--- config.mk ---
export PLATFORM = sky130hd
export DESIGN_NAME = spi_tx_shifter_flat
export DESIGN_NICKNAME = d
export VERILOG_FILES = /design/src/logic/spi_flash_pkg.sv /design/src/logic/spi_frame_if.sv /design/src/logic/spi_tx_shifter.sv /design/src/flat_wrapper.sv
export VERILOG_INCLUDE_DIRS = /design/src /design/src/logic
export SDC_FILE = /design/constraint.sdc
export NUM_CORES = 1
export LEC_CHECK = 0
export ABC_AREA = 0
export BUFFER_PORTS_ARGS = -buffer_cell sky130_fd_sc_hd__buf_2
export CAP_MARGIN = 30
export CORE_MARGIN = 3
export CORE_UTILIZATION = 50
export CTS_CLUSTER_SIZE = 16
export DETAILED_ROUTE_END_ITERATION = 10
export GPL_TIMING_DRIVEN = 0
export PLACE_DENSITY = 0.74
export RECOVER_POWER = 100
export SLEW_MARGIN = 20
export SYNTH_ARGS = -nofsm -noshare
export SYNTH_HDL_FRONTEND = slang
export SYNTH_SLANG_ARGS = --single-unit
--- constraint.sdc ---
create_clock -name clk -period 3 [get_ports clk]
set_input_delay 0.75 -clock clk [delete_from_list [all_inputs] [get_ports clk]]
set_output_delay 0.75 -clock clk [all_outputs]
set_load 0.02 [all_outputs]
--- src/logic/spi_flash_consts.svh ---
`ifndef SPI_FLASH_CONSTS_SVH
`define SPI_FLASH_CONSTS_SVH

// Field widths
`define SPI_DATA_W   32
`define SPI_CMD_W    8
`define SPI_ADDR_W   24
`define SPI_CTYP_W   3
`define SPI_NBITS_W  7
`define SPI_DUMMY_W  4
`define SPI_EDGES_W  9
`define SPI_FMT_W    8

// Lane codes, 2'b11 falls back to single
`define SPI_LANE_SINGLE 2'b00
`define SPI_LANE_DUAL   2'b01
`define SPI_LANE_QUAD   2'b10

// Frame format fields
`define SPI_FMT_CMD  7:6
`define SPI_FMT_ADDR 5:4
`define SPI_FMT_TX   3:2
`define SPI_FMT_RX   1:0

// Command types
`define SPI_CT_CMD         3'd0
`define SPI_CT_CMD_RD      3'd1
`define SPI_CT_CMD_ADDR_RD 3'd2
`define SPI_CT_CMD_WR      3'd3
`define SPI_CT_CMD_ADDR_WR 3'd4
`define SPI_CT_CMD_ADDR    3'd5

`endif

--- src/logic/spi_flash_pkg.sv ---
`include "spi_flash_consts.svh"

package spi_flash_pkg;

	typedef logic [`SPI_DATA_W-1:0]  data_t;
	typedef logic [`SPI_CMD_W-1:0]   cmd_t;
	typedef logic [`SPI_ADDR_W-1:0]  addr_t;
	typedef logic [`SPI_CTYP_W-1:0]  ctyp_t;
	typedef logic [`SPI_NBITS_W-1:0] nbits_t;
	typedef logic [`SPI_DUMMY_W-1:0] dummy_t;
	typedef logic [`SPI_EDGES_W-1:0] edges_t; // SCLK edges per frame
	typedef logic [1:0]              lane_t;

	// Master FSM
	typedef enum logic [1:0] {IDLE, SETUP, TRANSFER} ctrl_state_t;

	// Frame phases seen by the shifters
	typedef enum logic [2:0] {
		PH_IDLE,
		PH_CMD,
		PH_ADDR,
		PH_DUMMY,
		PH_TX,
		PH_RX
	} phase_t;

endpackage

--- src/logic/spi_frame_if.sv ---
`timescale 1ns/1ps

// One frame's description, controller to shifters
interface spi_frame_if;
	spi_flash_pkg::cmd_t   command;
	spi_flash_pkg::addr_t  address;
	spi_flash_pkg::data_t  tx_data;
	spi_flash_pkg::lane_t  cmd_lanes;
	spi_flash_pkg::lane_t  addr_lanes;
	spi_flash_pkg::lane_t  tx_lanes;
	spi_flash_pkg::lane_t  rx_lanes;
	logic                  has_addr;
	logic                  has_tx;
	logic                  has_rx;
	spi_flash_pkg::nbits_t tx_bits;
	spi_flash_pkg::nbits_t rx_bits;
	spi_flash_pkg::dummy_t dummy_cycles;
	logic                  start; // Transfer begins

	modport ctrl (output command, address, tx_data, cmd_lanes, addr_lanes, tx_lanes, rx_lanes,
		has_addr, has_tx, has_rx, tx_bits, rx_bits, dummy_cycles, start);
	modport tx (input command, address, tx_data, cmd_lanes, addr_lanes, tx_lanes,
		has_addr, has_tx, has_rx, tx_bits, dummy_cycles, start);
	modport rx (input rx_lanes, has_rx, rx_bits, dummy_cycles, start);
endinterface

--- src/logic/spi_tx_shifter.sv ---
`timescale 1ns/1ps
`include "spi_flash_consts.svh"

module spi_tx_shifter import spi_flash_pkg::*; (
	input  logic       clk,
	input  logic       rst,
	spi_frame_if.tx    frame,
	input  logic       latch_out,
	input  logic       latch_in,
	output logic [3:0] dq_out,
	output logic [3:0] dq_oe,
	output logic       tx_done
);

	localparam int SH_W = `SPI_CMD_W + `SPI_ADDR_W + `SPI_DATA_W;
	localparam logic [3:0] IDLE_PINS = 4'b1100; // WP# and HOLD# inactive

	phase_t          phase;
	logic [SH_W-1:0] shreg;
	nbits_t          bits_left; // In the current phase
	nbits_t          step;
	lane_t           lane;
	logic            sending;
	logic            shift;

	always_comb begin
		case (phase)
			PH_ADDR: lane = frame.addr_lanes;
			PH_TX:   lane = frame.tx_lanes;
			default: lane = frame.cmd_lanes;
		endcase
		case (lane)
			`SPI_LANE_QUAD: step = nbits_t'(4);
			`SPI_LANE_DUAL: step = nbits_t'(2);
			default:        step = nbits_t'(1);
		endcase
	end

	assign shift = latch_out && (phase != PH_IDLE);

	// Bit string, MSB first
	always_ff @(posedge clk) begin
		if (frame.start)
			shreg <= frame.has_addr ? {frame.command, frame.address, frame.tx_data} :
				{frame.command, frame.tx_data, {`SPI_ADDR_W{1'b0}}};
		else if (shift)
			shreg <= shreg << step;
	end

	always_ff @(posedge clk or posedge rst) begin
		if (rst) begin
			phase <= PH_IDLE;
			bits_left <= '0;
			sending <= 1'b0;
			tx_done <= 1'b0;
			dq_out <= IDLE_PINS;
			dq_oe <= IDLE_PINS;
		end else if (frame.start) begin
			phase <= PH_CMD;
			bits_left <= nbits_t'(`SPI_CMD_W);
			sending <= 1'b1;
			tx_done <= 1'b0;
			dq_out <= IDLE_PINS;
			dq_oe <= IDLE_PINS;
		end else if (shift) begin
			case (lane)
				`SPI_LANE_QUAD: begin
					dq_out <= shreg[SH_W-1 -: 4];
					dq_oe <= 4'b1111;
				end
				`SPI_LANE_DUAL: begin
					dq_out <= {2'b11, shreg[SH_W-1 -: 2]}; // DQ1 carries the earlier bit
					dq_oe <= 4'b1111;
				end
				default: begin
					dq_out <= {3'b110, shreg[SH_W-1]};
					dq_oe <= 4'b1101; // DQ1 stays an input
				end
			endcase
			if (bits_left == step) begin
				if (phase == PH_CMD && frame.has_addr) begin
					phase <= PH_ADDR;
					bits_left <= nbits_t'(`SPI_ADDR_W);
				end else if (phase != PH_TX && frame.has_tx) begin
					phase <= PH_TX;
					bits_left <= frame.tx_bits;
				end else begin
					phase <= PH_IDLE;
					bits_left <= '0;
				end
			end else begin
				bits_left <= bits_left - step;
			end
		end else if (latch_in && sending && phase == PH_IDLE) begin
			// Last bit has been sampled
			sending <= 1'b0;
			tx_done <= 1'b1;
			dq_out <= IDLE_PINS;
			dq_oe <= (frame.has_rx || frame.dummy_cycles != '0) ? 4'b0000 : IDLE_PINS;
		end
	end

endmodule

--- src/flat_wrapper.sv ---
// flat-port wrapper written by rule: the top's interface ports become plain ports
module spi_tx_shifter_flat import spi_flash_pkg::*;
  (clk, rst, latch_out, latch_in, dq_out, dq_oe, tx_done, frame_command, frame_address, frame_tx_data, frame_cmd_lanes, frame_addr_lanes, frame_tx_lanes, frame_has_addr, frame_has_tx, frame_has_rx, frame_tx_bits, frame_dummy_cycles, frame_start);
  spi_frame_if frame_i ();
  input  logic clk;
  input  logic rst;
  input  logic latch_out;
  input  logic latch_in;
  output logic [3:0] dq_out;
  output logic [3:0] dq_oe;
  output logic tx_done;
  input wire logic [$bits(frame_i.command)-1:0] frame_command;
  input wire logic [$bits(frame_i.address)-1:0] frame_address;
  input wire logic [$bits(frame_i.tx_data)-1:0] frame_tx_data;
  input wire logic [$bits(frame_i.cmd_lanes)-1:0] frame_cmd_lanes;
  input wire logic [$bits(frame_i.addr_lanes)-1:0] frame_addr_lanes;
  input wire logic [$bits(frame_i.tx_lanes)-1:0] frame_tx_lanes;
  input wire logic [$bits(frame_i.has_addr)-1:0] frame_has_addr;
  input wire logic [$bits(frame_i.has_tx)-1:0] frame_has_tx;
  input wire logic [$bits(frame_i.has_rx)-1:0] frame_has_rx;
  input wire logic [$bits(frame_i.tx_bits)-1:0] frame_tx_bits;
  input wire logic [$bits(frame_i.dummy_cycles)-1:0] frame_dummy_cycles;
  input wire logic [$bits(frame_i.start)-1:0] frame_start;
  assign frame_i.command = frame_command;
  assign frame_i.address = frame_address;
  assign frame_i.tx_data = frame_tx_data;
  assign frame_i.cmd_lanes = frame_cmd_lanes;
  assign frame_i.addr_lanes = frame_addr_lanes;
  assign frame_i.tx_lanes = frame_tx_lanes;
  assign frame_i.has_addr = frame_has_addr;
  assign frame_i.has_tx = frame_has_tx;
  assign frame_i.has_rx = frame_has_rx;
  assign frame_i.tx_bits = frame_tx_bits;
  assign frame_i.dummy_cycles = frame_dummy_cycles;
  assign frame_i.start = frame_start;
  spi_tx_shifter u_core (.clk(clk), .rst(rst), .frame(frame_i), .latch_out(latch_out), .latch_in(latch_in), .dq_out(dq_out), .dq_oe(dq_oe), .tx_done(tx_done));
endmodule
# Word level (Yosys, flattened, before mapping)
# Index checks and enable logic that the tools add are counted.
[totals] input_bits=89 elab_cells=63 reg_bits=84
[classes] addsub=1 eq_ne=8 shift=1 n_reduce_logical=16 mux=30
[op_table] cell="two-way mux 64 bit" count=2
[op_table] cell="left shift 64 x 3 -> 64 bit" count=1
[op_table] cell="two-way mux 56 bit" count=1
[op_table] cell="two-way mux 7 bit" count=5
[op_table] cell="two-way mux 4 bit" count=7
[op_table] cell="two-way mux 3 bit" count=5
[op_table] cell="case mux 4 bit (2 select lines)" count=1
[op_table] cell="equality test 7 x 3 -> 1 bit" count=1
[op_table] cell="subtractor 7 x 3 -> 7 bit" count=1
[op_table] cell="two-way mux 1 bit" count=6
[op_table] cell="case mux 3 bit (2 select lines)" count=1
[op_table] cell="nonzero test 2 bit" count=3
[op_table] cell="nonzero test 3 bit" count=2
[op_table] cell="logical AND 1 bit" count=5
[op_table] cell="case mux 2 bit (2 select lines)" count=1
[op_table] cell="AND reduction 2 bit" count=2
[op_table] cell="nonzero test 4 bit" count=1
[op_table] cell="equality test 3 x 1 -> 1 bit, second input constant" count=1
[op_table] cell="equality test 3 x 2 -> 1 bit, second input constant" count=1
[op_table] cell="equality test 3 bit, second input constant" count=1
[op_table] cell="zero test 3 bit" count=1
[op_table] cell="!= test 3 bit, second input constant" count=1
[op_table] cell="equality test 2 x 1 -> 1 bit, second input constant" count=1
[op_table] cell="equality test 2 bit, second input constant" count=1
[op_table] cell="4 further kinds" count=4

# Depth between registers and ports, before layout
[logic_depth] depth_word=8 mapped_depth=14

# Least setup slack after synthesis
# OpenSTA, ideal clock, no wires.
[synth_timing] path_type="in2reg" startpoint="in frame_tx_lanes[1]" endpoint="reg u_core.bits_left[2]" setup_time_ps=99 path_stages=13 setup_slack_ps=-291 t_arrival_ps=3191 path_cell_list="o22a_1 o22a_1 inv_1 ha_1 buf_2 buf_2 buf_2 inv_1 ha_1 nand4b_1 nor2_1 or3_1 a311oi_1"
[synth_between] elab_chain_cells=7
[synth_rtl] item="start: declaration" line="flat_wrapper.sv:17" rtl="input wire logic [$bits(frame_i.tx_lanes)-1:0] frame_tx_lanes;"
[synth_rtl] item="case mux 2 bit (2 select lines) *" line="spi_tx_shifter.sv:27" rtl="case (phase)"
[synth_rtl] item="equality test 2 x 1 -> 1 bit or equality test 2 bit (tied branches)" line="spi_tx_shifter.sv:32" rtl="case (lane)"
[synth_rtl] item="case mux 3 bit (2 select lines) *" line="spi_tx_shifter.sv:32"
[synth_rtl] item="subtractor 7 x 3 -> 7 bit or equality test 7 x 3 -> 1 bit (tied branches)" line="spi_tx_shifter.sv:92, spi_tx_shifter.sv:80"
[synth_rtl] item="two-way mux 7 bit *" line="spi_tx_shifter.sv:80" rtl="if (bits_left == step) begin"
[synth_rtl] item="two-way mux 7 bit *" line="spi_tx_shifter.sv:65" rtl="end else if (shift) begin"
[synth_rtl] item="two-way mux 7 bit *" line="spi_tx_shifter.sv:58" rtl="end else if (frame.start) begin"
[synth_rtl] item="end signal: assignment" line="spi_tx_shifter.sv:60" rtl="bits_left <= nbits_t'(`SPI_CMD_W);"
[synth_rtl] item="end signal: assignment" line="spi_tx_shifter.sv:83" rtl="bits_left <= nbits_t'(`SPI_ADDR_W);"
[synth_rtl] item="end signal: assignment" line="spi_tx_shifter.sv:92" rtl="bits_left <= bits_left - step;"
[synth_rtl] item="end: declaration" line="spi_tx_shifter.sv:20" rtl="nbits_t bits_left;"
# Mark *: on every way between the ends. The rest lies on a longest branch, timed or not. The select of a mux whose other input is x is not followed.
# A chain may end at the register's enable or synchronous reset.

# Worst setup path in the final report
[layout_timing] startpoint="reg u_core.phase[1]" endpoint="reg u_core.shreg[44], data pin"
[layout_between] elab_chain_cells=7
[layout_rtl] item="start: declaration" line="spi_tx_shifter.sv:18" rtl="phase_t phase;"
[layout_rtl] item="start signal: assignment" line="spi_tx_shifter.sv:52" rtl="phase <= PH_IDLE;"
[layout_rtl] item="start signal: assignment" line="spi_tx_shifter.sv:59" rtl="phase <= PH_CMD;"
[layout_rtl] item="start signal: assignment" line="spi_tx_shifter.sv:82" rtl="phase <= PH_ADDR;"
[layout_rtl] item="equality test 3 bit or equality test 3 x 2 -> 1 bit (tied branches)" line="spi_tx_shifter.sv:27"
[layout_rtl] item="case mux 2 bit (2 select lines) *" line="spi_tx_shifter.sv:27"
[layout_rtl] item="equality test 2 x 1 -> 1 bit or equality test 2 bit (tied branches)" line="spi_tx_shifter.sv:32"
[layout_rtl] item="case mux 3 bit (2 select lines) *" line="spi_tx_shifter.sv:32"
[layout_rtl] item="left shift 64 x 3 -> 64 bit *" line="spi_tx_shifter.sv:47" rtl="shreg <= shreg << step;"
[layout_rtl] item="two-way mux 64 bit *" line="spi_tx_shifter.sv:46" rtl="else if (shift)"
[layout_rtl] item="two-way mux 64 bit *" line="spi_tx_shifter.sv:43" rtl="if (frame.start)"
[layout_rtl] item="end signal: assignment" line="spi_tx_shifter.sv:44" rtl="shreg <= frame.has_addr ? {frame.command, frame.address, frame.tx_data} :"
[layout_rtl] item="end signal: assignment" line="spi_tx_shifter.sv:47"
[layout_rtl] item="end: declaration" line="spi_tx_shifter.sv:19" rtl="logic [SH_W-1:0] shreg;"
# Marks and branches as above.

==> summary.txt <==
========================================================================================
Peak ir drop on the vdd network                                               0.000287 V
Cell area after layout                                                        7950 sq um
Die Area                                                                    14,200 sq um
Post-route insts no fill                                                             841
Hold Violations, Final                                                                 0
CTS H-Tree Depth                                                                       3
Syn Std Cell Area                                                             6400 sq um
Total design power                                                               4240 uW
I/O Pins                                                                              98
Largest cells by area after synthesis                                       edfxtp_1, mux4_2, mux2i_1, dfrtp_1, a211oi_1
Switching power as a share of total power                                          29.7%
Number of buffers added to fix hold violations after cts                               0
Drt total wl                                                                   19,000 um
Pins Over Slew Limit                                                                   0
Hold/Removal Path Class                                                     flip-flop to flip-flop
Unrepaired setup endpoints after global routing                                     true
Worst Path Max Fanout                                                                  7
Vias in the first global route                                                     5,367
Launching point of the worst reg2reg path                                   u_core.phase[1]
Result of the run                                                           finished, final reports clean
Syn Nets                                                                             640
Logic depth of the worst register-to-register path                                    10
Crit path launch type                                                          flip-flop
Post-synth EDFFs                                                                      64
Synthesis-to-finish area growth                                                    24.2%
Vias after detailed routing                                                        5,506
Overall overflow remaining after global route                                          0
Detail Route met2 WL                                                             9020 um
Part of the power in registers                                                     37.3%
Combined global-route utilization of all metal layers                              26.4%
Count of TritonRoute iterations in the first routing pass                              6
Reg-to-reg slack, setup                                                            50 ps
Kind of critical path                                                       flip-flop to flip-flop
Maximum number of pins on one net before global-route repair                          54
Total setup violations reported at the end of the flow                                 0
Crit path arrival time                                                           3030 ps
Port-buffer cells                                                                     95
NetSw                                                                            1260 uW
Starting utilization of the core area                                              52.2%
Top-area cell type share of the netlist area                                       30.0%
Final hold slack                                                                  495 ps
Worst Max-Slew Pin Slew                                                           891 ps
Setup clock skew after layout                                                    5.56 ps
Hold_sp                                                                     u_core.sending
Flip-flop and latch count after synthesis                                             83
Number of diodes added for antenna fixing                                              0
WL met1                                                                          7450 um
Share of layout cells above drive strength 1                                       38.6%
Initial antenna violation count                                                        0
Clock tree buffer depth                                                                2
Number of cells on the worst hold path                                                 1
Top cell family by delay on the critical path                               compound AO/OA/AOI/OAI gates
Cell type contributing the most total cell area after synthesis                 edfxtp_1
Std-Cell Core Area                                                          12,300 sq um
Number of warning messages in the yosys log                                            0
Number of standard-cell rows in the floorplan                                         40
Portion of total power attributed to combinational logic                           31.3%
TritonCTS clock tree                                                                 yes
Kind of end point of the critical path                                         flip-flop
Post-DP Area                                                                  7170 sq um
Cell-by-cell listing of the critical path                                   nand2b_4 > o22a_1 > o22a_2 > ha_4 > buf_12 > clkbuf_16 > mux4_2 > and2_1 > a211oi_1 > a21oi_1
FFs w/ async S/R, synth                                                            22.9%
Critical register-to-register path endpoint                                 u_core.shreg[44]
Die X                                                                             119 um
Maximum clock rate                                                             0.339 GHz
Antenna-violating nets left                                                            0
Total half-perimeter wirelength after legalization and detailed placement      13,400 um
NumNets Final                                                                        764
Fill count                                                                           908
P per Cell Area                                                              533 nW/um^2
Final cycle utilization of the critical path                                       98.4%
Top routing layer used                                                              met4
Average wire per standard cell                                                   22.6 um
Num CTS Buffers                                                                        9
Clock Root Buffer                                                              clkbuf_16
Share of the yosys chip area belonging to registers                                37.5%
Mean instance size in the synthesized netlist                                 11.8 sq um
Clk pwr share                                                                      31.5%
Clock insertion delay at the later pin of the skew report                         350 ps
Amount of wire on met3 after detailed routing                                    2150 um
TritonCTS sink count                                                                  83
Worst Hold Path EP                                                          u_core.sending
DR vias/cell                                                                        6.55
Post-Place Cells                                                                     808
First-iteration detailed-routing DRC count                                           798
Wire length of the first global-routing pass                                   29,200 um
Final critical path time including I/O delays and setup                          2950 ps
Required time of the worst setup path                                            3080 ps
Headroom to the max-slew limit                                                     40.6%
Top flip-flop cell by instance count after synthesis                            edfxtp_1
Leak pwr                                                                      0.00300 uW
Gate count after technology mapping                                                  544
Critical path buffers and inverters                                                    2
Register clock-pin slew on the reported worst setup and hold paths                 60 ps
Largest incremental delay on the critical path                                    530 ps
Remaining routing DRC violations                                                       0
Reported max-cap violation count                                                       0
Fin Setup TNS                                                                       0 ps
Slowest cell on crit path                                                         mux4_2
Die extent in y                                                                   119 um
Count of different cell masters after synthesis                                       66
Internal cell power                                                              2980 uW
Final weighted congestion of routability-driven global placement                   0.961
========================================================================================
placed cells by master, fill, tap and decap left out, types with 4 or more instances in the layout:
master	count
nor3_1	4
clkbuf_8	5
clkbuf_1	33
mux2_2	7
inv_1	8
o31ai_1	4
o21ai_0	4
a22o_1	4
a21oi_1	44
a211oi_1	9
a211oi_2	25
a21o_1	4
edfxtp_1	64
buf_6	5
dfrtp_1	14
nand3_1	5
mux2i_1	56
nor2_1	19
o21ai_1	21
buf_4	16
nand2_1	38
buf_2	90
a311oi_1	4
and2_1	35
buf_12	8
clkbuf_16	12
mux4_2	56
cell usage after synthesis (2+ instances only):
master,n
dfrtp_1,16
nand3_1,5
clkbuf_1,25
o22ai_1,2
edfxtp_1,64
o22a_1,4
mux2i_1,58
nand4b_1,2
buf_4,2
and3_1,2
nor3_1,4
o21ai_1,21
inv_1,12
buf_1,2
a2bb2oi_1,2
nor2_1,19
nand2b_1,3
and2_1,35
a211oi_1,33
o31ai_1,4
nand2_1,38
buf_6,9
a21o_1,4
a31oi_1,3
a21oi_1,45
mux4_2,56
a22o_1,4
ha_1,6
buf_2,11
a311oi_1,4
or3_1,2
o21ai_0,4
dfstp_2,3
nor4_1,2
mux2_2,7
routing by layer:
layer,up-vias,track usage (%)
met4,0,8.25
met2,349,40.9
met5,-,0
met3,30,6.84
li1,2410,-
met1,2717,36.7
worst register-to-register path, stage by stage (launching register included):
cell	delay, ps
dfrtp_2	440
nand2b_4	170
o22a_1	190
o22a_2	230
ha_4	300
buf_12	160
clkbuf_16	170
mux4_2	540
and2_1	190
a211oi_1	230
a21oi_1	60
what timing repair did:
| item | 4_1_cts | 5_1_grt |
|---|---|---|
| gates cloned | 0 | 3 |
| resized for setup | 30 | 34 |
| setup endpoints to repair | 69 | 57 |
| pin swaps | 4 | 12 |
| buffers inserted | 8 | 7 |
worst max-delay path by stage:
stage                                  from             endpoint  slack, ps  depth (start not counted)
after floorplan           frame_tx_lanes[0]  u_core.bits_left[4]         20                         12
after global placement    frame_tx_lanes[1]  u_core.bits_left[2]       -490                         12
after detailed placement  frame_tx_lanes[1]  u_core.bits_left[2]       -510                         12
after CTS                   u_core.phase[1]  u_core.bits_left[4]         -2                         12
after global routing        u_core.phase[1]     u_core.shreg[39]        -40                         10
final                       u_core.phase[1]     u_core.shreg[44]         50                         10
through the flow:
step	util, %	setup WS [ps]
2_1_floorplan	-	16.3
3_3_place_gp	58.2	-487
3_5_place_dp	58.5	-511
4_1_cts	62.9	-2.36
5_1_grt	64.9	-44.4
6_report	64.9	48.1
cell families (layout without fill, tap and decap cells):
logic type / count (synthesis) / after routing / share of synthesized area [%]
simple gates: 124 / 124 / 10.2
flops: 83 / 83 / 37.5
buf+inv: 64 / 193 / 5.49
mux: 121 / 121 / 30.0
fa+ha+maj: 7 / 7 / 1.48
compound gates: 145 / 145 / 15.3
area by class of cell:
cell class | instances | area (sq um) | area share (%)
repair buffers | 114 | 672 | 8.45
flip-flops and latches | 83 | 2400 | 30.2
well taps | 168 | 210 | 2.64
plain buffers | 51 | 428 | 5.38
multi-input cells | 397 | 3840 | 48.3
clock buffers | 11 | 253 | 3.18
inverters | 12 | 46.3 | 0.582
clock inverters | 5 | 98.8 | 1.24
power by group through the flow:
stage / logic, uW / clock network [uW] / registers [uW]
finish: 1330 / 1330 / 1580
global route: 1430 / 1390 / 1590
CTS: 1200 / 1340 / 1570
detailed placement: 1150 / 0 / 1590
global placement: 1120 / 0 / 1580
floorplan: 868 / 0 / 1540
sequential cells by signal, indices dropped and copies added (netlist names):
name	flops
u_core.dq_out	4
u_core.phase	3
u_core.dq_oe	3
u_core.sending	1
u_core.shreg	64
u_core.bits_left	7
u_core.tx_done	1
Power figures use the tool's default switching activity.
