--- config.mk ---
export PLATFORM = sky130hd
export DESIGN_NAME = spi_sclk_gen
export DESIGN_NICKNAME = d
export VERILOG_FILES = /design/src/logic/spi_flash_pkg.sv /design/src/logic/spi_sclk_gen.sv
export VERILOG_INCLUDE_DIRS = /design/src /design/src/logic
export SDC_FILE = /design/constraint.sdc
export NUM_CORES = 1
export LEC_CHECK = 0
export BUFFER_PORTS_ARGS = -buffer_cell sky130_fd_sc_hd__clkbuf_2
export CORE_MARGIN = 2
export CORE_UTILIZATION = 46
export DETAILED_ROUTE_END_ITERATION = 12
export PLACE_DENSITY = 0.74
export SETUP_SLACK_MARGIN = 0.15
export SLEW_MARGIN = 25
export SYNTH_ARGS = -nofsm -noshare
export SYNTH_HDL_FRONTEND = slang
export SYNTH_SLANG_ARGS = --single-unit
--- constraint.sdc ---
create_clock -name clk -period 1.99 [get_ports clk]
set_clock_uncertainty 0.2 [all_clocks]
set_input_delay 0.0995 -clock clk [delete_from_list [all_inputs] [get_ports clk]]
set_output_delay 0.0995 -clock clk [all_outputs]
set_load 0.1 [all_outputs]
--- src/logic/spi_flash_consts.svh ---
`ifndef SPI_FLASH_CONSTS_SVH
`define SPI_FLASH_CONSTS_SVH

// Field widths
`define SPI_DATA_W   32
`define SPI_CMD_W    8
`define SPI_ADDR_W   24
`define SPI_CTYP_W   3
`define SPI_NBITS_W  7
`define SPI_DUMMY_W  4
`define SPI_EDGES_W  9
`define SPI_FMT_W    8

// Lane codes, 2'b11 falls back to single
`define SPI_LANE_SINGLE 2'b00
`define SPI_LANE_DUAL   2'b01
`define SPI_LANE_QUAD   2'b10

// Frame format fields
`define SPI_FMT_CMD  7:6
`define SPI_FMT_ADDR 5:4
`define SPI_FMT_TX   3:2
`define SPI_FMT_RX   1:0

// Command types
`define SPI_CT_CMD         3'd0
`define SPI_CT_CMD_RD      3'd1
`define SPI_CT_CMD_ADDR_RD 3'd2
`define SPI_CT_CMD_WR      3'd3
`define SPI_CT_CMD_ADDR_WR 3'd4
`define SPI_CT_CMD_ADDR    3'd5

`endif

--- src/logic/spi_flash_pkg.sv ---
`include "spi_flash_consts.svh"

package spi_flash_pkg;

	typedef logic [`SPI_DATA_W-1:0]  data_t;
	typedef logic [`SPI_CMD_W-1:0]   cmd_t;
	typedef logic [`SPI_ADDR_W-1:0]  addr_t;
	typedef logic [`SPI_CTYP_W-1:0]  ctyp_t;
	typedef logic [`SPI_NBITS_W-1:0] nbits_t;
	typedef logic [`SPI_DUMMY_W-1:0] dummy_t;
	typedef logic [`SPI_EDGES_W-1:0] edges_t; // SCLK edges per frame
	typedef logic [1:0]              lane_t;

	// Master FSM
	typedef enum logic [1:0] {IDLE, SETUP, TRANSFER} ctrl_state_t;

	// Frame phases seen by the shifters
	typedef enum logic [2:0] {
		PH_IDLE,
		PH_CMD,
		PH_ADDR,
		PH_DUMMY,
		PH_TX,
		PH_RX
	} phase_t;

endpackage

--- src/logic/spi_sclk_gen.sv ---
`timescale 1ns/1ps

module spi_sclk_gen import spi_flash_pkg::*; #(
	parameter int CLKS_PER_HALF_SCLK = 2,
	parameter int CPOL = 1,
	parameter int CPHA = 1
) (
	input  logic   clk,
	input  logic   rst,
	input  logic   start,
	input  edges_t edge_count,
	output logic   sclk,
	output logic   latch_in,
	output logic   latch_out,
	output logic   done
);

	localparam int DIV_W = (CLKS_PER_HALF_SCLK > 1) ? $clog2(CLKS_PER_HALF_SCLK) : 1;
	localparam logic IDLE_LVL = 1'(CPOL);
	localparam logic CPHA_ON = (CPHA != 0);

	logic             active;
	logic [DIV_W-1:0] div_cnt;
	edges_t           edges_left;

	always_ff @(posedge clk or posedge rst) begin
		if (rst) begin
			sclk <= IDLE_LVL;
			active <= 1'b0;
			div_cnt <= '0;
			edges_left <= '0;
			latch_in <= 1'b0;
			latch_out <= 1'b0;
			done <= 1'b0;
		end else begin
			latch_in <= 1'b0;
			latch_out <= 1'b0;
			if (start) begin
				sclk <= IDLE_LVL;
				active <= 1'b1;
				div_cnt <= '0;
				edges_left <= edge_count;
				done <= 1'b0;
				latch_out <= ~CPHA_ON; // First bit must be on the pins before the leading edge
			end else if (active) begin
				if (edges_left == '0) begin
					active <= 1'b0;
					done <= 1'b1;
				end else if (div_cnt == DIV_W'(CLKS_PER_HALF_SCLK - 1)) begin
					div_cnt <= '0;
					sclk <= ~sclk;
					edges_left <= edges_left - 1'b1;
					if (sclk == IDLE_LVL) begin // Leading edge
						latch_out <= CPHA_ON;
						latch_in <= ~CPHA_ON;
					end else begin
						latch_out <= ~CPHA_ON;
						latch_in <= CPHA_ON;
					end
				end else begin
					div_cnt <= div_cnt + 1'b1;
				end
			end
		end
	end

endmodule

==> Yosys cells after proc, flatten, opt, wreduce, memory -nomap -nowiden <==
Index checks and enable logic that the tools add are counted.
{ "word_totals": {"reg_bits": 15, "output_inout_bits": 4, "word_cells": 46, "in_bits": 12} }
{ "classes": {"reduce_logical": 7, "add_sub_neg": 2, "n_bitwise": 1, "eq_ne": 1, "n_mux": 28} }
{ "op_table": {"columns": ["cell", "n"], "rows": [
  ["9-bit 2-to-1 mux", 4],
  ["1-bit 2-to-1 mux", 24],
  ["9-bit logical NOT", 1],
  ["9-bit by 1-bit subtractor with 9-bit output, second input constant", 1],
  ["2-bit nonzero test", 3],
  ["2-bit AND reduction", 2],
  ["3-bit AND reduction", 1],
  ["2-bit inequality test, second input constant", 1],
  ["1-bit adder, second input constant", 1],
  ["1-bit inverter", 1]
]} }

==> Logic depth before layout (Yosys ltp) <==
Gate-level depths: netlist of run 1.
{ "logic_depth": {"depth_word": 5, "ltp_mapped": 7, "ltp_nobuf": 6} }

==> Worst setup path after synthesis of run 1 <==
No wires, ideal clock.
{ "synth_path": {"path_type": "register to register", "startpoint": "register edges_left[0]", "endpoint": "register edges_left[6]", "setup_ns": 0.131, "stages_incl_launch_ff": 8, "slack_ns": 0.002, "synth_period_minus_slack_ns": 1.988, "arrival_time_ns": 1.657, "required_ns": 1.659, "cell_sequence": "dfrtp_1 > inv_1 > ha_1 > or4b_4 > buf_6 > and4bb_2 > xnor2_1 > o21ai_1"} }
{ "synth_between": {"elab_chain_len": 5} }
{ "synth_lines": {"columns": ["item", "line", "rtl"], "rows": [
  ["from (decl)", "spi_sclk_gen.sv:24", "edges_t edges_left;"],
  ["from (signal assigned)", "spi_sclk_gen.sv:42", "edges_left <= edge_count;"],
  ["from (signal assigned)", "spi_sclk_gen.sv:52", "edges_left <= edges_left - 1'b1;"],
  ["9-bit by 1-bit subtractor with 9-bit output", "spi_sclk_gen.sv:52", null],
  ["9-bit 2-to-1 mux", "spi_sclk_gen.sv:49", "end else if (div_cnt == DIV_W'(CLKS_PER_HALF_SCLK - 1)) begin"],
  ["9-bit 2-to-1 mux", "spi_sclk_gen.sv:46", "if (edges_left == '0) begin"],
  ["9-bit 2-to-1 mux", "spi_sclk_gen.sv:45", "end else if (active) begin"],
  ["9-bit 2-to-1 mux", "spi_sclk_gen.sv:38", "if (start) begin"]
]} }
Several ways; a longest one is shown, not always the timed one. The select of a mux whose other input is x is not followed.
A chain may end at the register's enable or synchronous reset.

==> Final worst setup path of run 1 <==
Same ends and word-level chain as after synthesis.

==> out/results.ini, run 1 <==
[run_status]
outcome = finished clean

[sta]
slew_headroom_pct = 61.7
max_slew.worst_pin.slew_ns = 0.574
finalHoldViolCount = 0
finalCritPeriodShare_pct = 99.5
slew_viol_final = 0
rsz0062_at_grt = yes
min_period_ns = 1.98
setup_violations = 0
max_freq_ghz = 0.505
setup_tns_ns = 0

[cts]
clock_sinks = 15
clockBufferDepth = 2
clock_latency_ns = 0.28
root_buffer = clkbuf_4
path_clk_slew_ns = 0.09
tritoncts = yes
htree_levels = 1
cts_buffers = 3

[finish]
final_cells = 130
drive_above_1_share_pct = 39.5
fillCellCount = 114
final_nets = 128
finalInstanceArea_um2 = 1110
multiInputGateArea_um2 = 422
final_cell_mix = 15 x clkbuf_2, 14 x dfrtp_1, 10 x nand2_1, 10 x dlygate4sd3_1, 10 x buf_4
layout_commonest_cell = clkbuf_2
syn_to_final_growth_pct = 44.0
diodes = 0
regArea_um2 = 377

[logic_synthesis]
yosys.cell_types.count = 28
synth_area_per_cell_um2 = 9.91
synth-simple-area-share_pct = 20.7
yosysTopAreaCellShare_pct = 45.3
seq_area_frac_synth_pct = 48.7
syn-cell-area_um2 = 773
post_synth_mux_area_share_pct = 0
synth_warnings = 0
syn_inst = 78
ys_ff_latch = 15
syn_nets = 91
synth_xor_area_share_pct = 7.93
synth_area_leader_cell = dfrtp_1
synthAdderAreaFrac_pct = 1.62
ys_top_cells_by_area = dfrtp_1 45%, xor2_1 5.7%, nand2_1 4.9%
synth_top_family_by_area = simple AND/OR/NAND/NOR gates
synth_compound_area_share_pct = 15.7

[drt]
first_iter_violations = 10
ant_nets = 0
routed_wl_um = 1740
first_pass_iters = 4
viasPerCell = 5.18
drc = 0
num_vias = 673
wl_per_cell_um = 13.4

[floorplanning]
dieArea_um2 = 2030
rows = 14
pin_count = 16
fp.dieW_um = 45
dieHeight_um = 45
coreArea_um2 = 1540
initial_core_util_pct = 50.2

[placement]
io_buffer_count = 15
place.gp.congestion = 0.767
dp_cells = 109
dpl-instance-area_um2 = 901
dp_hpwl_um = 1060

[global_route]
grt_pass1_vias = 688
grt_start_max_net_pins = 22
track_usage_pct = 20.3
grt_first_pass_wirelength_um = 2970
grt_antenna_before_repair = 0
grt_overflow_total = 0

[worst_setup_path]
crit_fanout = 7
critical_path.startpoint_type = register
path_class = register to register
worstPathRequired_ns = 1.95
end_kind = register
slowest_stage = or4b_4
crit_arrival_ns = 1.94
max_stage_delay_ns = 0.54
cp_cell_sequence = inv_2, ha_4, or4b_4, and4bb_2, xnor2_1, o21ai_1

[flow_run]
maxCapViolCount = 0

[hold_path]
hold_path_class = input port to register

[power]
p_leak_nw = 0.507
powerDensity_nw_per_um2 = 705
ir_worst_vdd_mv = 0.444

## state kept, by name, summed over array words and instances, names as in the netlist
| name | flops |
|---|---|
| sclk | 1 |
| done | 1 |
| edges_left | 9 |
| div_cnt | 1 |
| latch_out | 1 |
| active | 1 |
| latch_in | 1 |
## cell usage after synthesis
master and number:
xnor2_1 2, o21ai_1 2, ha_1 1, or2_2 1, nand3_1 2, inv_1 5, clkbuf_1 3, nor2_1 4
and2_0 1, nand2_1 10, a311oi_1 1, or4b_4 1, xor2_1 5, a31oi_1 2, buf_6 1, o21ai_4 1
dfrtp_1 14, a21o_1 1, nor3_1 4, and4bb_2 1, or4_1 2, dfstp_2 1, nor3b_1 2, o211ai_1 4
o311ai_0 1, o31ai_1 1, or4_2 1, o21ai_0 4
## worst paths after layout
kind                                           start                   endpoint  slack, ns  cells after the start
setup / recovery           edges_left[0]$_DFFE_PP0P_  edges_left[6]$_DFFE_PP0P_       0.01                      6
hold / removal                                 start           done$_DFFE_PP0P_       0.06                      2
setup reg to reg           edges_left[0]$_DFFE_PP0P_  edges_left[6]$_DFFE_PP0P_       0.01                      6
hold reg to reg                     done$_DFFE_PP0P_           done$_DFFE_PP0P_       0.32                      2
max in group asynchronous                        rst  edges_left[5]$_DFFE_PP0P_       1.01                      3
min in group asynchronous                        rst        latch_out$_DFF_PP0_       0.21                      3
## cells by family (layout without fill, tap and decap cells)
group           Yosys count  in the layout
flops                    15             15
fa+ha+maj                 1              1
simple gates             29             29
compound gates           17             18
buf+inv                   9             44
xor+xnor                  7              7
## worst max-delay path: cells and delay by family (launching register included)
kind,cells,cell delay [ns]
AOI/OAI and AO/OA,1,0.07
adders and majority gates,1,0.12
buffers and inverters,1,0.08
DFF,1,0.40
and+or+nand+nor,2,0.88
xor gates and xnor gates,1,0.11
## report_power, final
part           total (mW)  switching (mW)  internal [mW]
clock network       0.175          0.0973         0.0777
logic               0.250           0.139          0.110
registers           0.360          0.0241          0.336
## stage by stage
| stage | power, mW | hold WS [ns] | setup WS [ns] | util (%) |
|---|---|---|---|---|
| final | 0.785 | 0.0608 | 0.0108 | 72.2 |
| after global routing | 0.831 | 0.105 | -0.0649 | 72.2 |
| after CTS | 0.768 | 0.0638 | 0.00809 | 70.0 |
| after detailed placement | 0.559 | -0.0279 | -0.0306 | 58.4 |
| after global placement | 0.553 | -0.0339 | -0.00570 | 58.4 |
| after floorplan | 0.508 | -0.200 | 0.0399 | - |
## metal layers
| metal | GRT usage (%) | share of wire [%] | up-vias | wire, µm |
|---|---|---|---|---|
| met3 | 3.60 | 3.6 | 2 | 62 |
| met2 | 32.9 | 51 | 13 | 884 |
| met4 | 7.06 | 0.52 | 0 | 9 |
| met5 | 0 | 0 | - | 0 |
| met1 | 27.4 | 45 | 307 | 781 |
| li1 | - | - | 351 | - |
## repair_timing
item,in CTS,in global routing
pin swaps,9,3
buffers inserted,4,2
endpoints found under the hold margin,23,0
hold buffers,10,0
cloned,1,0
gates resized for setup,4,5
setup endpoints to repair,15,14
## cell type report
cell class,count,share of cell area [%]
Sequential cell,15,33.8
Clock buffer,4,2.36
Inverter,5,1.69
Timing Repair Buffer,35,22.5
Tap cell,16,1.80
Multi-Input combinational cell,55,37.9
Power figures use the tool's default switching activity.
==> run 2: changes to the inputs <==
--- a/config.mk
+++ b/config.mk
@@ -7,7 +7,6 @@
 export NUM_CORES = 1
 export LEC_CHECK = 0
 export BUFFER_PORTS_ARGS = -buffer_cell sky130_fd_sc_hd__clkbuf_2
-export CORE_MARGIN = 2
 export CORE_UTILIZATION = 46
 export DETAILED_ROUTE_END_ITERATION = 12
 export PLACE_DENSITY = 0.74
==> out/results.ini, run 2 (synthesized netlist as in run 1, its figures left out) <==
[sta]
finalCritPeriodShare_pct = 102  ; +2.1 points
setup_tns_ns = -0.0565  ; -0.0565 ns
rsz0062_at_grt = yes
max_freq_ghz = 0.495  ; -2.1%
slew_headroom_pct = 60.8  ; -0.91 points
finalHoldViolCount = 0  ; unchanged
min_period_ns = 2.02  ; +0.0420 ns
worst_hold_slack_ns = 0.0408  ; -0.0199 ns
fin_ws_ns = -0.0312  ; -0.0420 ns
setup_violations = 3  ; +3
max_slew.worst_pin.slew_ns = 0.588  ; +0.0137 ns
slew_viol_final = 0  ; unchanged

[placement]
dp_cells = 109  ; unchanged
dp_slack_ns = -0.0206  ; +0.00996 ns
place.gp.congestion = 0.755  ; -1.6%
dpl-instance-area_um2 = 901  ; unchanged
io_buffer_count = 15  ; unchanged
dp_hpwl_um = 1060  ; +0.33%

[worst_setup_path]
worstPathRequired_ns = 1.96  ; about the same
critical_path.startpoint_type = register
cp_cell_sequence = inv_2, ha_4, or4b_4, and4bb_2, xnor2_1, o21ai_1
crit_arrival_ns = 1.99  ; +0.05 ns
max_stage_delay_ns = 0.52  ; -0.02 ns
end_kind = register
path_class = register to register
crit_fanout = 7  ; unchanged
ff2ff_setup_slack_ns = -0.03  ; -0.04 ns
slowest_stage = or4b_4
timing.rr.end = edges_left[6]$_DFFE_PP0P_
reg2reg_depth = 6  ; unchanged
worstReg2RegStart = edges_left[0]$_DFFE_PP0P_

[hold_path]
hold_path_class = input port to register
hp-start = start
whs_path_depth = 2  ; unchanged
whs_endpoint = latch_in$_DFF_PP0_

[drt]
drc = 0  ; unchanged
first_iter_violations = 12  ; +2
routed_wl_um = 1810  ; +4.3%
ant_nets = 0  ; unchanged
num_vias = 720  ; +7.0%
wl_per_cell_um = 13.7  ; +2.7%
viasPerCell = 5.45  ; +5.4%
first_pass_iters = 4  ; unchanged

[floorplanning]
initial_core_util_pct = 50.2  ; unchanged
coreArea_um2 = 1540  ; unchanged
fp.dieW_um = 43  ; -4.4%
dieArea_um2 = 1850  ; -8.7%
rows = 14  ; unchanged
pin_count = 16  ; unchanged
dieHeight_um = 43  ; -4.4%

[finish]
drive_above_1_share_pct = 39.7  ; +0.18 points
largest_reg_flops = 9  ; unchanged
final_cells = 132  ; +1.5%
utilization_pct = 73.2  ; +0.97 points
final_nets = 130  ; +1.6%
fillCellCount = 113  ; -0.88%
finalInstanceArea_um2 = 1130  ; +1.3%
diodes = 0  ; unchanged
syn_to_final_growth_pct = 46.0
final_cell_mix = 15 x clkbuf_2, 14 x dfrtp_1, 11 x buf_4, 10 x nand2_1, 10 x dlygate4sd3_1
largest_register = edges_left
layout_commonest_cell = clkbuf_2

[cts]
clockBufferDepth = 2  ; unchanged
htree_levels = 1  ; unchanged
clock_sinks = 15  ; unchanged
tritoncts = yes
cts_buffers = 3  ; unchanged
clock_latency_ns = 0.29  ; about the same
path_clk_slew_ns = 0.09  ; about the same
root_buffer = clkbuf_4

[run_status]
outcome = finished, violations left
violations = setup timing

[global_route]
grt_antenna_before_repair = 0  ; unchanged
grt_first_pass_wirelength_um = 2960  ; -0.44%
grt_overflow_total = 0  ; unchanged
track_usage_pct = 21.4  ; +1.1 points
grt_start_max_net_pins = 22  ; unchanged
grt_pass1_vias = 662  ; -3.8%

[power]
p_leak_nw = 0.505  ; -0.32%
total_power_mw = 0.798  ; +1.7%
powerDensity_nw_per_um2 = 707  ; +0.34%
ir_worst_vdd_mv = 0.393  ; -12%

[flow_run]
maxCapViolCount = 0  ; unchanged

-- run 2: final cells by class --
class | count | area (µm²) | area share (%)
clock buffers | 4 | 26.3 | 2.33
well taps | 16 | 20.0 | 1.77
flip-flops and latches | 15 | 377 | 33.4
inverters | 5 | 18.8 | 1.66
repair buffers | 37 | 269 | 23.8
multi-input cells | 55 | 418 | 37.0
-- run 2: what timing repair did --
item	in CTS	in global routing
endpoints found under the setup margin	15	14
cloned	1	0
resized for setup	3	7
pin swaps	9	11
endpoints found under the hold margin	23	0
hold buffers	10	0
setup buffers	4	4
-- run 2: where the power goes --
group | internal [mW] | switching (mW) | total, mW
sequential | 0.336 | 0.0250 | 0.361
clock | 0.0781 | 0.104 | 0.183
combinational | 0.114 | 0.141 | 0.255
-- run 2: worst max-delay path, delay by kind of cell, from the launching register on --
family,cells,cell delay (ns)
AO/OA/AOI/OAI,1,0.08
XOR/XNOR,1,0.13
adder cells (fa/ha/maj),1,0.12
buffers and inverters,1,0.08
flip-flops,1,0.41
AND/OR/NAND/NOR,2,0.87
-- run 2: layer usage --
metal  GRT usage [%]  wire length [µm]  up-vias
li1                -                 -      353
met1            29.0               867      337
met2            33.6               830       26
met3            5.11                89        4
met4            7.27                24        0
met5               0                 0        -
-- run 2: worst max path at each step --
| stage | start | end | slack, ns | depth (start not counted) |
|---|---|---|---|---|
| after CTS | edges_left[0]$_DFFE_PP0P_ | edges_left[6]$_DFFE_PP0P_ | 0.02 | 6 |
| after detailed placement | edges_left[0]$_DFFE_PP0P_ | div_cnt$_DFFE_PP0P_ | -0.02 | 6 |
| after global routing | edges_left[0]$_DFFE_PP0P_ | edges_left[6]$_DFFE_PP0P_ | -0.1 | 6 |
| after global placement | edges_left[0]$_DFFE_PP0P_ | div_cnt$_DFFE_PP0P_ | -0.008 | 6 |
| final | edges_left[0]$_DFFE_PP0P_ | edges_left[6]$_DFFE_PP0P_ | -0.03 | 6 |
| after floorplan | edges_left[1]$_DFFE_PP0P_ | edges_left[6]$_DFFE_PP0P_ | 0.04 | 7 |
==> run 3: changes to the inputs <==
--- a/config.mk
+++ b/config.mk
@@ -6,10 +6,11 @@
 export SDC_FILE = /design/constraint.sdc
 export NUM_CORES = 1
 export LEC_CHECK = 0
-export BUFFER_PORTS_ARGS = -buffer_cell sky130_fd_sc_hd__clkbuf_2
+export BUFFER_PORTS_ARGS = -buffer_cell sky130_fd_sc_hd__buf_2
 export CORE_UTILIZATION = 46
 export DETAILED_ROUTE_END_ITERATION = 12
 export PLACE_DENSITY = 0.74
+export RECOVER_POWER = 50
 export SETUP_SLACK_MARGIN = 0.15
 export SLEW_MARGIN = 25
 export SYNTH_ARGS = -nofsm -noshare
==> out/results.ini, run 3 (synthesized netlist as in run 1, its figures left out) <==
[run_status]
outcome = finished, violations left
violations = hold timing, setup timing

[flow_run]
maxCapViolCount = 0  ; unchanged

[global_route]
grt_pass1_vias = 675  ; +2.0%
track_usage_pct = 23.0  ; +1.6 points
grt_antenna_before_repair = 0  ; unchanged
grt_start_max_net_pins = 22  ; unchanged
grt_overflow_total = 0  ; unchanged
grt_first_pass_wirelength_um = 2940  ; -0.71%

[sta]
worst_hold_slack_ns = -0.000895  ; -0.0417 ns
finalHoldViolCount = 1  ; +1
rsz0062_at_grt = yes
finalCritPeriodShare_pct = 100  ; -1.4 points
max_slew.worst_pin.slew_ns = 0.564  ; -0.0237 ns
slew_headroom_pct = 62.4  ; +1.6 points
fin_ws_ns = -0.00378  ; +0.0274 ns
slew_viol_final = 0  ; unchanged
min_period_ns = 1.99  ; -0.0274 ns
setup_violations = 2  ; -1
max_freq_ghz = 0.502  ; +1.4%

[finish]
largest_reg_flops = 9  ; unchanged
largest_register = edges_left
drive_above_1_share_pct = 36.0  ; -3.7 points
final_nets = 128  ; -1.5%
final_cell_mix = 15 x buf_2, 14 x dfrtp_1, 11 x dlygate4sd3_1, 10 x nand2_1, 9 x buf_4
syn_to_final_growth_pct = 42.4
layout_commonest_cell = buf_2
diodes = 0  ; unchanged
finalInstanceArea_um2 = 1100  ; -2.4%

[drt]
wl_per_cell_um = 13.6  ; -1.2%
first_iter_violations = 22  ; +10
first_pass_iters = 4  ; unchanged
viasPerCell = 5.44  ; -0.29%
drc = 0  ; unchanged
num_vias = 707  ; -1.8%
routed_wl_um = 1760  ; -2.7%
ant_nets = 0  ; unchanged

[cts]
clock_latency_ns = 0.29  ; about the same
cts_buffers = 3  ; unchanged
htree_levels = 1  ; unchanged
clockBufferDepth = 2  ; unchanged
path_clk_slew_ns = 0.09  ; about the same
root_buffer = clkbuf_4
tritoncts = yes
clock_sinks = 15  ; unchanged

[floorplanning]
coreArea_um2 = 1540  ; unchanged
initial_core_util_pct = 50.2  ; unchanged
rows = 14  ; unchanged
dieHeight_um = 43  ; unchanged
dieArea_um2 = 1850  ; unchanged
fp.dieW_um = 43  ; unchanged
pin_count = 16  ; unchanged

[worst_setup_path]
path_class = register to register
end_kind = register
ff2ff_setup_slack_ns = -0.004  ; +0.03 ns
worstPathRequired_ns = 1.96  ; about the same
critical_path.startpoint_type = register
crit_fanout = 7  ; unchanged
crit_arrival_ns = 1.96  ; -0.03 ns

[power]
p_switching_mw = 0.265  ; -2.1%
power.internal_mw = 0.526  ; -0.31%
total_power_mw = 0.790  ; -0.93%
seqPwrFrac_pct = 45.8  ; +0.6 points
p_leak_nw = 0.500  ; -1.1%
p_clk_share_pct = 22.5  ; -0.4 points
switching_share_pct = 33.5  ; -0.41 points
ir_worst_vdd_mv = 0.493  ; +26%
powerDensity_nw_per_um2 = 718  ; +1.5%
comb_power_share_pct = 31.6  ; -0.3 points

[placement]
place.gp.congestion = 0.754  ; -0.16%
dpl-instance-area_um2 = 893  ; -0.83%
dp_hpwl_um = 1060  ; -0.15%
io_buffer_count = 15  ; unchanged
dp_slack_ns = -0.00883  ; +0.0118 ns

[hold_path]
hold_path_class = input port to register

-- run 3: cell types whose count changed in the layout (fill, tap and decap cells not counted), moves of 2 or more --
cell,change
buf_2,+15
clkbuf_2,-15
buf_4,-2
o21ai_1,+2
o21ai_4,-2
-- run 3: power groups by stage --
stage,registers [mW],clock network (mW),logic (mW)
6_report,0.362,0.178,0.250
4_1_cts,0.361,0.179,0.223
3_5_place_dp,0.366,0,0.190
2_1_floorplan,0.404,0,0.103
5_1_grt,0.364,0.205,0.273
3_3_place_gp,0.365,0,0.184
-- run 3: path summary, 6_finish.rpt --
kind                                           startpoint                        end  depth (start not counted)
worst min register to register           done$_DFFE_PP0P_           done$_DFFE_PP0P_                          2
worst max-delay path            edges_left[0]$_DFFE_PP0P_  edges_left[6]$_DFFE_PP0P_                          6
max in group asynchronous                             rst  edges_left[8]$_DFFE_PP0P_                          3
worst max register to register  edges_left[0]$_DFFE_PP0P_  edges_left[6]$_DFFE_PP0P_                          6
worst min-delay path                                start  edges_left[0]$_DFFE_PP0P_                          3
min in group asynchronous                             rst        latch_out$_DFF_PP0_                          3
-- run 3: per-layer routing --
metal / track usage (%) / vias up / share of wire [%] / routed length [µm]
met5: 0 / - / 0 / 0
li1: - / 349 / - / -
met1: 30.3 / 328 / 49 / 856
met2: 33.0 / 26 / 45 / 793
met4: 14.5 / 0 / 2.0 / 36
met3: 6.38 / 4 / 4.4 / 77
-- run 3: cell type report --
| type | count | area [µm²] |
|---|---|---|
| Fill cell | 120 | 440 |
| Multi-Input combinational cell | 55 | 407 |
| Sequential cell | 15 | 377 |
| Timing Repair Buffer | 35 | 253 |
| Clock buffer | 4 | 26.3 |
| Tap cell | 16 | 20.0 |
| Inverter | 5 | 18.8 |
-- run 3: per-stage QoR --
stage               hold WS, ns  utilization (%)  TNS [ns]  instances
floorplan                -0.200                -         0         78
global route             0.0367             71.4    -0.442        130
CTS                     0.00171             69.0  -0.00615        126
finish                -0.000895             71.4  -0.00650        130
detailed placement      -0.0196             58.0   -0.0140        108
global placement        -0.0197             58.0  -0.00324        108
-- run 3: what timing repair did --
| action | in CTS | in global routing |
|---|---|---|
| setup buffers | 2 | 4 |
| endpoints found under the setup margin | 15 | 15 |
| gates resized for setup | 3 | 3 |
| cloned | 1 | 0 |
| pin swaps | 9 | 11 |
| endpoints found under the hold margin | 24 | 0 |
| hold buffers | 11 | 0 |
-- run 3: worst max-delay path, stage by stage (launching register included) --
cell and delay [ns]:
dfrtp_1 0.40, inv_2 0.08, ha_4 0.13, or4b_4 0.55
and4bb_2 0.33, xnor2_1 0.11, o21ai_1 0.07
